==> config.mk <==
export PLATFORM = sky130hd
export DESIGN_NAME = rgb_to_gray
export DESIGN_NICKNAME = d
export VERILOG_FILES = /design/src/verilog/bgsub_pkg.sv /design/src/verilog/rgb_to_gray.sv
export SDC_FILE = /design/constraint.sdc
export NUM_CORES = 1
export LEC_CHECK = 0
export BUFFER_PORTS_ARGS = -buffer_cell sky130_fd_sc_hd__buf_2
export CAP_MARGIN = 25
export CORE_UTILIZATION = 46
export DETAILED_ROUTE_END_ITERATION = 8
export PLACE_DENSITY = 0.9
export SYNTH_ARGS = -nofsm -noshare
export SYNTH_HDL_FRONTEND = slang
export SYNTH_SLANG_ARGS = --single-unit
==> constraint.sdc <==
create_clock -name clk -period 0.8 [get_ports clk]
set_input_delay 0.08 -clock clk [delete_from_list [all_inputs] [get_ports clk]]
set_output_delay 0.08 -clock clk [all_outputs]
set_load 0.005 [all_outputs]
==> src/verilog/bgsub_pkg.sv <==
// Shared definitions for the sigma-delta background subtractor
// Pixel width, variance limits and mask codes
// Pixel, RGB and model word types
`default_nettype none

package bgsub_pkg;

    // --------------------
    // Widths and limits
    // --------------------
    localparam int PIXEL_W = 8;

    // Variance clamp range
    localparam logic [PIXEL_W-1:0] VAR_MIN = 8'd2;
    localparam logic [PIXEL_W-1:0] VAR_MAX = 8'd250;

    // Mask codes
    localparam logic [PIXEL_W-1:0] MASK_FG = 8'hFF;
    localparam logic [PIXEL_W-1:0] MASK_BG = 8'h00;

    // --------------------
    // Types
    // --------------------
    typedef logic [PIXEL_W-1:0] pixel_t;

    // Blue in the high byte, red in the low byte
    typedef struct packed {
        pixel_t b;
        pixel_t g;
        pixel_t r;
    } rgb_t;

    // One model word per pixel location
    typedef struct packed {
        pixel_t mean;
        pixel_t variance;
    } model_t;

endpackage

`default_nettype wire

==> src/verilog/rgb_to_gray.sv <==
// RGB to gray conversion stage
// Gray level is (r + 2g + b) / 4, registered with its valid bit
`default_nettype none

module rgb_to_gray (
    input  wire logic              clk,
    input  wire logic              rst_n,
    input  wire bgsub_pkg::rgb_t   rgb,
    input  wire logic              valid,
    output bgsub_pkg::pixel_t      gray,
    output logic                   gray_valid
);

    // Two guard bits hold the weighted sum
    logic [bgsub_pkg::PIXEL_W+1:0] sum;

    // Green counts twice
    assign sum = {2'b00, rgb.r} + {1'b0, rgb.g, 1'b0} + {2'b00, rgb.b};

    // Valid bit
    always_ff @(posedge clk or negedge rst_n) begin
        if (!rst_n) begin
            gray_valid <= 1'b0;
        end else begin
            gray_valid <= valid;
        end
    end

    // Divide by four, truncated
    always_ff @(posedge clk) begin
        gray <= sum[bgsub_pkg::PIXEL_W+1:2];
    end

endmodule

`default_nettype wire

# After elaboration in Yosys (flattened, before gate mapping)

Cells that the tools add are included.

$add $sub $neg: 2

Operators by type and width:

| kind                   | count |
|---|---|
| adder 10 x 8 -> 10 bit | 1 |
| adder 8 x 9 -> 10 bit  | 1 |

Register bits after elaboration: 9

# Depth between registers and ports, before layout

Gate-level depths: netlist of the first run.

Depth in word-level cells: 2
Mapped depth: 8
Depth with buffers taken out: 8

# Worst setup path before layout of the first run

No wires, ideal clock.

Kind: input to register
From: input port rgb[1] (netlist name)
To: register gray[5]
Library setup time: 126 ps
Arrival: 1716 ps
Required time: 674 ps
Path slack: -1042 ps
Cell stages on the path: 8
Path buffers: 0
Cells stage by stage: inv_1 > fa_1 > nor2_1 > fa_1 > a21o_1 > a21oi_2 > a2bb2oi_1 > a22oi_1

Word-level cells in the longest chain between the ends: 2

RTL lines:

| what                   | line              | RTL |
|---|---|---|
| start: declaration     | rgb_to_gray.sv:8  | `input wire bgsub_pkg::rgb_t rgb,` |
| adder 8 x 9 -> 10 bit  | rgb_to_gray.sv:18 | `assign sum = {2'b00, rgb.r} + {1'b0, rgb.g, 1'b0} + {2'b00, rgb.b};` |
| adder 10 x 8 -> 10 bit | rgb_to_gray.sv:18 |  |
| named net sum, one bit | rgb_to_gray.sv:15 | `logic [bgsub_pkg::PIXEL_W+1:0] sum;` |
| end signal: assignment | rgb_to_gray.sv:31 | `gray <= sum[bgsub_pkg::PIXEL_W+1:2];` |
| end: declaration       | rgb_to_gray.sv:10 | `output bgsub_pkg::pixel_t gray,` |

The timed path passes the listed nets, and every way through them passes these cells.

# Worst setup path in the final report of the first run

Same ends and word-level chain as after synthesis.

==> results.py, run 1 <==
metrics = {
    "clock_network": {
        "cts_tree": "built",
        "path_clk_slew_ns": 0.06,
        "htree_levels": 1,
        "cts_buffers": 3,
        "ctsRootBufferMaster": "clkbuf_4",
        "clkSinkCount": 9,
        "clockBufferDepth": 2,
    },
    "floorplanning": {
        "num_rows": 13,
        "start_util_pct": 50.0,
        "core-area_mm2": 0.00130,
        "die_w_um": 39.6,
        "ioPinCount": 36,
        "dieArea_mm2": 0.00157,
        "die_y_um": 39.6,
    },
    "power": {
        "internal-power_mw": 1.47,
        "swShare_pct": 31.5,
        "power_density_mw_per_mm2": 2020,
        "ir_drop_uv": 1230,
        "p_clk_share_pct": 16.8,
        "switching_power_mw": 0.676,
        "leakagePower_nw": 0.553,
        "p_seq_share_pct": 31.5,
        "p_comb_share_pct": 51.7,
    },
    "yosys": {
        "synth_warnings": 0,
        "syn_nets": 100,
        "synth-edff-count": 0,
        "syn_inst": 58,
        "async_flop_share_pct": 11.1,
        "synth_top_area_share_pct": 24.6,
        "synth_top_cell_by_area": "dfxtp_1",
        "ys_seq_area_share_pct": 28.5,
        "avgSynthCellArea_um2": 11.2,
        "synth_area_um2": 651,
        "synth.distinct_cells": 22,
        "synth_common_cells": "dfxtp_1, fa_1, ha_1",
        "synth_ff_type": "dfxtp_1",
        "synth_area_leaders": "dfxtp_1, fa_1, ha_1",
        "synth-seq-cells": 9,
    },
    "route": {
        "ant_nets": 0,
        "post_drt_via_cell_ratio": 4.94,
        "via_count": 627,
        "drt_iter0_drc": 8,
        "wire_per_inst_um": 11.9,
        "drc": 0,
        "wl_um": 1510,
        "firstDrtPassIters": 3,
    },
    "worst_setup_path": {
        "path_buf_inv": 2,
        "crit_family": "adder cells",
        "cpMaxStageDelayCell": "fa_1",
        "crit_required_ns": 0.94,
        "cp_cell_sequence": "buf_8 -> inv_8 -> fa_1 -> nor2_2 -> fa_2 -> a21o_1 -> a21oi_2 -> a2bb2oi_2 -> a22oi_1",
        "end_kind": "flip-flop",
        "cp_slowest_stage_delay_ns": 0.57,
        "worst_setup_path_start_kind": "primary input",
        "cp_max_fo": 3,
        "cp.arrival_ns": 1.78,
        "critPathKind": "primary input to flip-flop",
    },
    "final_layout": {
        "diodes": 0,
        "areaGrowthSynthToFinish_pct": 63.1,
        "stdcell_area_mm2": 0.00106,
        "final_nets": 155,
        "fin_cells": 127,
        "fillCellCount": 79,
        "drive_gt1_share_pct": 58.0,
    },
    "outcome": {
        "violations": "setup timing",
        "status": "finished, violations left",
    },
    "global_route": {
        "track_usage_pct": 21.2,
        "grt_pass1_wl_um": 2070,
        "use_met3_pct": 5.68,
        "grt-ovfl-total": 0,
        "grt_max_degree": 6,
        "grtUsageMet1_pct": 20.0,
        "antenna_found_initial": 0,
        "grt_util_met2_pct": 39.3,
        "grt_pass1_vias": 530,
        "busiest_layer": "met2",
    },
    "sta": {
        "setup_viol": 9,
        "fin_crit_sh_pct": 205,
        "rsz0062_at_grt": "true",
        "drv_slew": 0,
        "tightest_slew_ns": 0.178,
        "post-route-min-period_ns": 1.64,
        "maxSlewHeadroom_pct": 88.1,
        "hold_viol": 0,
        "setup_slack_ns": -0.837,
        "timing.fmax_mhz": 611,
    },
    "placement": {
        "detailed_place.area_um2": 943,
        "globalplace.congestion": 0.769,
        "dpl.hpwl_um": 1180,
        "dp.cells": 119,
        "io_buffers": 35,
    },
    "job": {
        "timing.max_cap.violations": 0,
    },
    "worst_hold_path": {
        "hp-class": "primary input to async pin",
    },
}
-- worst max-delay path by stage --
stage / start / end / slack [ns] / cells past startpoint
2_1_floorplan: rgb[1] / gray[5] / -0.90 / 8
3_3_place_gp: rgb[1] / gray[5] / -1.07 / 9
3_5_place_dp: rgb[1] / gray[5] / -1.16 / 9
4_1_cts: rgb[8] / gray[5] / -0.86 / 9
5_1_grt: rgb[1] / gray[7] / -0.88 / 9
6_report: rgb[1] / gray[5] / -0.84 / 9
-- power groups by stage --
stage / registers [mW] / logic (mW) / clock network, mW
3_3_place_gp: 0.651 / 0.949 / 0
3_5_place_dp: 0.666 / 0.982 / 0
5_1_grt: 0.688 / 1.22 / 0.394
2_1_floorplan: 0.690 / 0.501 / 0
6_report: 0.676 / 1.11 / 0.360
4_1_cts: 0.656 / 1.05 / 0.367
-- per-layer routing --
| layer | wire (um) | up-vias |
|---|---|---|
| met5 | 0 | - |
| met4 | 19 | 0 |
| met3 | 56 | 2 |
| met2 | 863 | 24 |
| met1 | 569 | 291 |
| li1 | - | 310 |
-- cell type report --
type	instances	area [um^2]	share of cell area, %
inverter	5	26.3	2.48
sequential	9	189	17.8
tap	15	18.8	1.77
clock buffer	4	26.3	2.48
multi-input combinational	44	473	44.6
timing repair buffer	50	328	30.9
-- flip-flops by register name, summed over array words and instances, names as in the netlist --
register and cells:
gray 8, gray_valid 1
-- layout by cell type (no fill, tap or decap), types with 2 or more instances in the layout --
cell,synthesis,layout
o21a_1,3,3
a21o_1,2,2
nor2_2,0,3
nor2_1,6,3
inv_1,5,3
buf_6,0,4
dfxtp_1,8,5
fa_1,8,6
dfxtp_2,0,3
buf_4,0,13
ha_1,7,7
xnor2_1,4,3
buf_2,0,30
fa_2,0,2
clkbuf_4,0,3
dlygate4sd3_1,0,2
nand2_1,2,2
-- logic make-up (layout without fill, tap and decap cells) --
group / count (synthesis) / after routing / synth area share, %
AOI/OAI and AO/OA: 13 / 13 / 16.0
adders and majority gates: 15 / 15 / 38.1
buffers and inverters: 5 / 59 / 2.88
and+or+nand+nor: 11 / 11 / 7.88
xor gates and xnor gates: 5 / 5 / 6.73
DFF: 9 / 9 / 28.5
-- stage by stage --
stage | worst slack, ns | setup TNS, ns | hold WS (ns) | total power [mW] | utilization (%)
6_report | -0.837 | -5.48 | 0.118 | 2.15 | 81.5
5_1_grt | -0.879 | -5.84 | 0.118 | 2.30 | 81.5
4_1_cts | -0.862 | -5.42 | 0.116 | 2.08 | 79.2
3_5_place_dp | -1.16 | -7.83 | -0.145 | 1.65 | 72.5
3_3_place_gp | -1.07 | -7.45 | -0.146 | 1.60 | 72.5
2_1_floorplan | -0.902 | -5.91 | -0.216 | 1.19 | -
-- what timing repair did --
item                       in CTS  in global routing
resized for setup               8                  7
setup endpoints to repair       9                 12
hold endpoints to repair        2                  0
hold buffers                    2                  0
pin swaps                      11                  7
buffers inserted                1                  1
Power figures use the tool's default switching activity.
==> run 2: changes to the inputs <==
--- a/config.mk
+++ b/config.mk
@@ -8,6 +8,7 @@
 export BUFFER_PORTS_ARGS = -buffer_cell sky130_fd_sc_hd__buf_2
 export CAP_MARGIN = 25
 export CORE_UTILIZATION = 46
+export CTS_CLUSTER_DIAMETER = 30
 export DETAILED_ROUTE_END_ITERATION = 8
 export PLACE_DENSITY = 0.9
 export SYNTH_ARGS = -nofsm -noshare
==> constraint.sdc (replaced) <==
create_clock -name clk -period 1.89 [get_ports clk]
set_input_delay 0.189 -clock clk [delete_from_list [all_inputs] [get_ports clk]]
set_output_delay 0.189 -clock clk [all_outputs]
set_load 0.005 [all_outputs]
==> run 2 against run 1 <==
  * The run now ends clean
  * Sequential cell count is the same
  * Combinational power decreased by 66%
  * Die area stayed put
  * Sequential power decreased by 60%
  * Total power down 63%
  * Cell count down 9.4%
  * Clock-buffer cell count did not move
==> results.py, run 2 (synthesis results as in run 1) <==
metrics = {
    "final_layout": {
        "areaGrowthSynthToFinish_pct": 39.0,
        "fillCellCount": 114,
        "top_register": "gray",
        "final_common_cell": "buf_2",
        "diodes": 0,
        "stdcell_area_um2": 905,
        "fin_util_pct": 69.5,
        "multi_input_area_um2": 455,
        "final_cell_mix": "buf_2, dfxtp_1, fa_1, ha_1, nor2_1",
        "final_nets": 143,
        "regArea_um2": 185,
        "drive_gt1_share_pct": 44.0,
        "largest_reg_flops": 8,
        "top_regs": "gray (8), gray_valid (1)",
    },
    "clock_network": {
        "cts_buffers": 3,
        "clkSinkCount": 9,
        "path_clk_slew_ns": 0.06,
        "clockBufferDepth": 2,
        "cts_tree": "built",
        "htree_levels": 1,
        "ctsRootBufferMaster": "clkbuf_4",
    },
    "route": {
        "via_count": 563,
        "drt_iter0_drc": 5,
        "firstDrtPassIters": 4,
        "wire_per_inst_um": 11.4,
        "wl_um": 1310,
        "drc": 0,
        "post_drt_via_cell_ratio": 4.90,
        "ant_nets": 0,
    },
    "power": {
        "ir_drop_uv": 415,
        "p_comb_share_pct": 47.9,
        "switching_power_mw": 0.245,
        "p_clk_share_pct": 17.5,
        "leakagePower_nw": 0.478,
        "swShare_pct": 31.1,
        "p_seq_share_pct": 34.6,
        "power_density_mw_per_mm2": 873,
        "internal-power_mw": 0.544,
    },
    "sta": {
        "timing.setup.tns_ns": 0,
        "tightest_slew_ns": 0.173,
        "setup_slack_ns": 0.106,
        "maxSlewHeadroom_pct": 88.5,
        "setup_viol": 0,
        "fin_crit_sh_pct": 94.4,
        "post-route-min-period_ns": 1.78,
        "drv_slew": 0,
        "hold_viol": 0,
        "rsz0062_at_grt": "false",
        "timing.fmax_mhz": 560,
    },
    "placement": {
        "pre_cts_ws_ns": -0.221,
        "io_buffers": 35,
        "globalplace.congestion": 0.769,
        "detailed_place.area_um2": 866,
        "dpl.hpwl_um": 1170,
    },
    "floorplanning": {
        "dieArea_mm2": 0.00157,
        "die_y_um": 39.6,
        "ioPinCount": 36,
        "core-area_mm2": 0.00130,
        "die_w_um": 39.6,
        "start_util_pct": 50.0,
        "num_rows": 13,
    },
    "worst_setup_path": {
        "end_kind": "flip-flop",
        "critPathKind": "primary input to flip-flop",
        "crit_required_ns": 2.06,
        "cp_slowest_stage_delay_ns": 0.56,
        "critPathCapture": "gray[5]",
        "cp.arrival_ns": 1.95,
        "cpMaxStageDelayCell": "fa_1",
        "cp_cell_sequence": "buf_2 -> inv_1 -> fa_1 -> nor2_1 -> fa_2 -> a21o_1 -> a21oi_2 -> o21ai_1 -> a22oi_1",
        "cp_max_fo": 3,
        "crit_start": "rgb[1]",
        "worst_setup_path_start_kind": "primary input",
    },
    "global_route": {
        "grt-ovfl-total": 0,
        "antenna_found_initial": 0,
        "grt_max_degree": 6,
        "grt_pass1_vias": 530,
        "grt_pass1_wl_um": 2100,
        "track_usage_pct": 20.5,
    },
    "outcome": {
        "status": "finished, final reports clean",
    },
    "worst_hold_path": {
        "hp-class": "primary input to flip-flop",
    },
    "job": {
        "timing.max_cap.violations": 0,
    },
}
run 2: changes by cell type in the layout (fill, tap and decap cells not counted), sizes merged:
cell         before  now
dlygate4sd3       2    1
buf              48   37
run 2: area by class of cell:
class                           instances  area share, %
Clock buffer                            4           2.90
Multi-Input combinational cell         44           50.3
Inverter                                5           2.07
Timing Repair Buffer                   38           22.1
Tap cell                               15           2.07
Sequential cell                         9           20.5
run 2: power groups by stage:
stage / clock network (mW) / logic (mW) / registers [mW]
after floorplan: 0 / 0.210 / 0.292
after global placement: 0 / 0.358 / 0.276
after detailed placement: 0 / 0.376 / 0.278
after CTS: 0.143 / 0.379 / 0.274
after global routing: 0.160 / 0.431 / 0.279
final: 0.139 / 0.378 / 0.273
run 2: how the worst min path moves through the flow:
stage | end | from | slack (ns) | cells after the start
3_5_place_dp | gray_valid | rst_n | -0.04 | 1
3_3_place_gp | gray_valid | rst_n | -0.04 | 1
4_1_cts | gray_valid | valid | 0.04 | 1
6_report | gray_valid | valid | 0.05 | 1
5_1_grt | gray_valid | valid | 0.03 | 1
2_1_floorplan | gray_valid | rst_n | -0.11 | 0
run 2: routing by layer:
layer  part of all wire, %  vias to the layer above  track usage, %
met5                     0                        -               0
met4                  0.76                        0            14.7
met3                   7.0                        2            5.11
met2                    54                       28            34.0
met1                    38                      252            22.3
li1                      -                      281               -
run 2: worst max-delay path: cells and delay by family:
family                   cells  cell delay, ns
adder cells (fa/ha/maj)      2            0.91
AO/OA/AOI/OAI                4            0.65
AND/OR/NAND/NOR              1            0.07
buffers and inverters        2            0.11
run 2: per-stage QoR:
step / total power [mW] / instances / hold WS (ns)
6_report: 0.790 / 115 / 0.0487
5_1_grt: 0.869 / 115 / 0.0278
4_1_cts: 0.796 / 115 / 0.0432
3_5_place_dp: 0.654 / 110 / -0.0352
3_3_place_gp: 0.634 / 110 / -0.0364
2_1_floorplan: 0.502 / 58 / -0.107
run 2: what timing repair did:
action | in CTS | in global routing
hold buffers | 1 | 0
setup buffers | 0 | 0
endpoints found under the setup margin | 0 | 2
hold endpoints to repair | 1 | 0
resized for setup | 0 | 2
==> run 3: changes to the inputs <==
--- a/config.mk
+++ b/config.mk
@@ -7,10 +7,11 @@
 export LEC_CHECK = 0
 export BUFFER_PORTS_ARGS = -buffer_cell sky130_fd_sc_hd__buf_2
 export CAP_MARGIN = 25
-export CORE_UTILIZATION = 46
+export CORE_UTILIZATION = 42
 export CTS_CLUSTER_DIAMETER = 30
 export DETAILED_ROUTE_END_ITERATION = 8
-export PLACE_DENSITY = 0.9
+export PLACE_DENSITY = 0.83
+export RECOVER_POWER = 25
 export SYNTH_ARGS = -nofsm -noshare
 export SYNTH_HDL_FRONTEND = slang
 export SYNTH_SLANG_ARGS = --single-unit
==> constraint.sdc (replaced) <==
create_clock -name clk -period 1.7 [get_ports clk]
set_input_delay 0.17 -clock clk [delete_from_list [all_inputs] [get_ports clk]]
set_output_delay 0.17 -clock clk [all_outputs]
set_load 0.005 [all_outputs]
==> run 3 against run 2 <==
  * The run now ends with setup timing left
  * Global-route usage is 2.0 points lower
  * Critical path depth stayed put
  * Highest routed layer unchanged
  * Total power is 21% higher
  * Largest power group unchanged
==> results.py, run 3 (synthesis results as in run 1) <==
metrics = {
    "route": {
        "via_count": 628,
        "wire_per_inst_um": 11.4,
        "wl_met1_um": 560,
        "drt_iter0_drc": 9,
        "met2_length_um": 770,
        "ant_nets": 0,
        "firstDrtPassIters": 4,
        "wl_um": 1430,
        "highest_layer": "met4",
        "post_drt_via_cell_ratio": 4.98,
        "drc": 0,
        "met3_length_um": 89,
    },
    "sta": {
        "setup_viol": 2,
        "drv_slew": 0,
        "fin_crit_sh_pct": 101,
        "rsz0062_at_grt": "true",
        "fin_hold_ws_ns": 0.0164,
        "hold_viol": 0,
        "maxSlewHeadroom_pct": 86.6,
        "tightest_slew_ns": 0.201,
        "setup_slack_ns": -0.0202,
        "post-route-min-period_ns": 1.72,
        "timing.fmax_mhz": 581,
        "timing.setup.tns_ns": -0.0300,
    },
    "worst_setup_path": {
        "worst_setup_path_start_kind": "primary input",
        "cp_max_fo": 3,
        "end_kind": "flip-flop",
        "cp.arrival_ns": 1.86,
        "crit_required_ns": 1.84,
        "critPathKind": "primary input to flip-flop",
    },
    "outcome": {
        "status": "finished, violations left",
        "violations": "setup timing",
    },
    "power": {
        "p_seq_share_pct": 31.6,
        "switching_power_mw": 0.297,
        "power_density_mw_per_mm2": 930,
        "finalPower_mw": 0.958,
        "p_clk_share_pct": 16.7,
        "leakagePower_nw": 0.534,
        "swShare_pct": 31.0,
        "ir_drop_uv": 406,
        "internal-power_mw": 0.661,
        "p_comb_share_pct": 51.7,
    },
    "global_route": {
        "grt_pass1_vias": 513,
        "grt-ovfl-total": 0,
        "antenna_found_initial": 0,
        "grt_max_degree": 6,
        "grt_pass1_wl_um": 1990,
        "track_usage_pct": 18.5,
    },
    "floorplanning": {
        "start_util_pct": 47.6,
        "num_rows": 13,
        "die_w_um": 41.4,
        "dieArea_mm2": 0.00171,
        "ioPinCount": 36,
        "core-area_mm2": 0.00137,
        "die_y_um": 41.4,
    },
    "clock_network": {
        "clockBufferDepth": 2,
        "path_clk_slew_ns": 0.06,
        "ctsRootBufferMaster": "clkbuf_4",
        "clkSinkCount": 9,
        "htree_levels": 1,
        "cts_tree": "built",
        "cts_buffers": 3,
    },
    "final_layout": {
        "top_regs": "gray (8), gray_valid (1)",
        "diodes": 0,
        "final_nets": 154,
        "final_cell_mix": "buf_2, buf_4, dfxtp_1",
        "final_common_cell": "buf_2",
        "largest_reg_flops": 8,
        "drive_gt1_share_pct": 54.1,
        "stdcell_area_mm2": 0.00103,
        "top_register": "gray",
        "fillCellCount": 98,
        "areaGrowthSynthToFinish_pct": 58.3,
    },
    "job": {
        "timing.max_cap.violations": 0,
    },
    "placement": {
        "dpl.hpwl_um": 1230,
        "io_buffers": 35,
        "detailed_place.area_um2": 951,
        "pre_cts_ws_ns": -0.327,
        "globalplace.congestion": 0.782,
    },
    "worst_hold_path": {
        "hp-class": "primary input to flip-flop",
    },
}
-- run 3: cell count changes in the layout (fill, tap and decap cells not counted), sizes merged --
cell	previous run	this run
clkbuf	4	5
buf	37	47
-- run 3: critical path, cell delays in order --
cell and delay, ns:
buf_8 0.08, inv_8 0.02, fa_1 0.56, nor2_2 0.05, fa_2 0.34, a21o_1 0.17
a21oi_2 0.20, a2bb2oi_2 0.18, a21oi_1 0.09
-- run 3: per-stage QoR --
step	util, %	cells
after floorplan	-	58
after global placement	69.6	120
after detailed placement	69.6	120
after CTS	73.6	126
after global routing	75.4	126
final	75.4	126
-- run 3: cell type report --
cell class / count / area (um^2) / share of cell area, %
well taps: 15 / 18.8 / 1.82
multi-input cells: 44 / 475 / 46.2
inverters: 5 / 26.3 / 2.55
repair buffers: 49 / 298 / 28.9
flip-flops and latches: 9 / 185 / 18.0
clock buffers: 4 / 26.3 / 2.55
-- run 3: repair_timing --
action | CTS | global route
gates resized for setup | 4 | 6
setup buffers | 1 | 0
hold buffers | 1 | 0
cloned | 0 | 0
pin swaps | 8 | 13
endpoints found under the setup margin | 2 | 5
endpoints found under the hold margin | 1 | 0
-- run 3: final timing paths --
| kind | depth (start not counted) | slack [ns] | end | startpoint |
|---|---|---|---|---|
| max | 9 | -0.02 | gray[7] | rgb[1] |
| min | 1 | 0.02 | gray_valid | valid |
| max in group asynchronous | 2 | 1.41 | gray_valid | rst_n |
| min in group asynchronous | 2 | 0.20 | gray_valid | rst_n |
-- run 3: layer usage --
layer / vias up / track usage (%)
li1: 304 / -
met1: 293 / 20.7
met2: 29 / 32.0
met3: 2 / 3.19
met4: 0 / 12.1
met5: - / 0
-- run 3: power groups by stage --
stage                     clock network (mW)  registers, mW  logic (mW)
after floorplan                            0          0.324       0.236
final                                  0.160          0.302       0.496
after CTS                              0.168          0.304       0.482
after detailed placement                   0          0.309       0.471
after global placement                     0          0.306       0.449
after global routing                   0.174          0.316       0.550
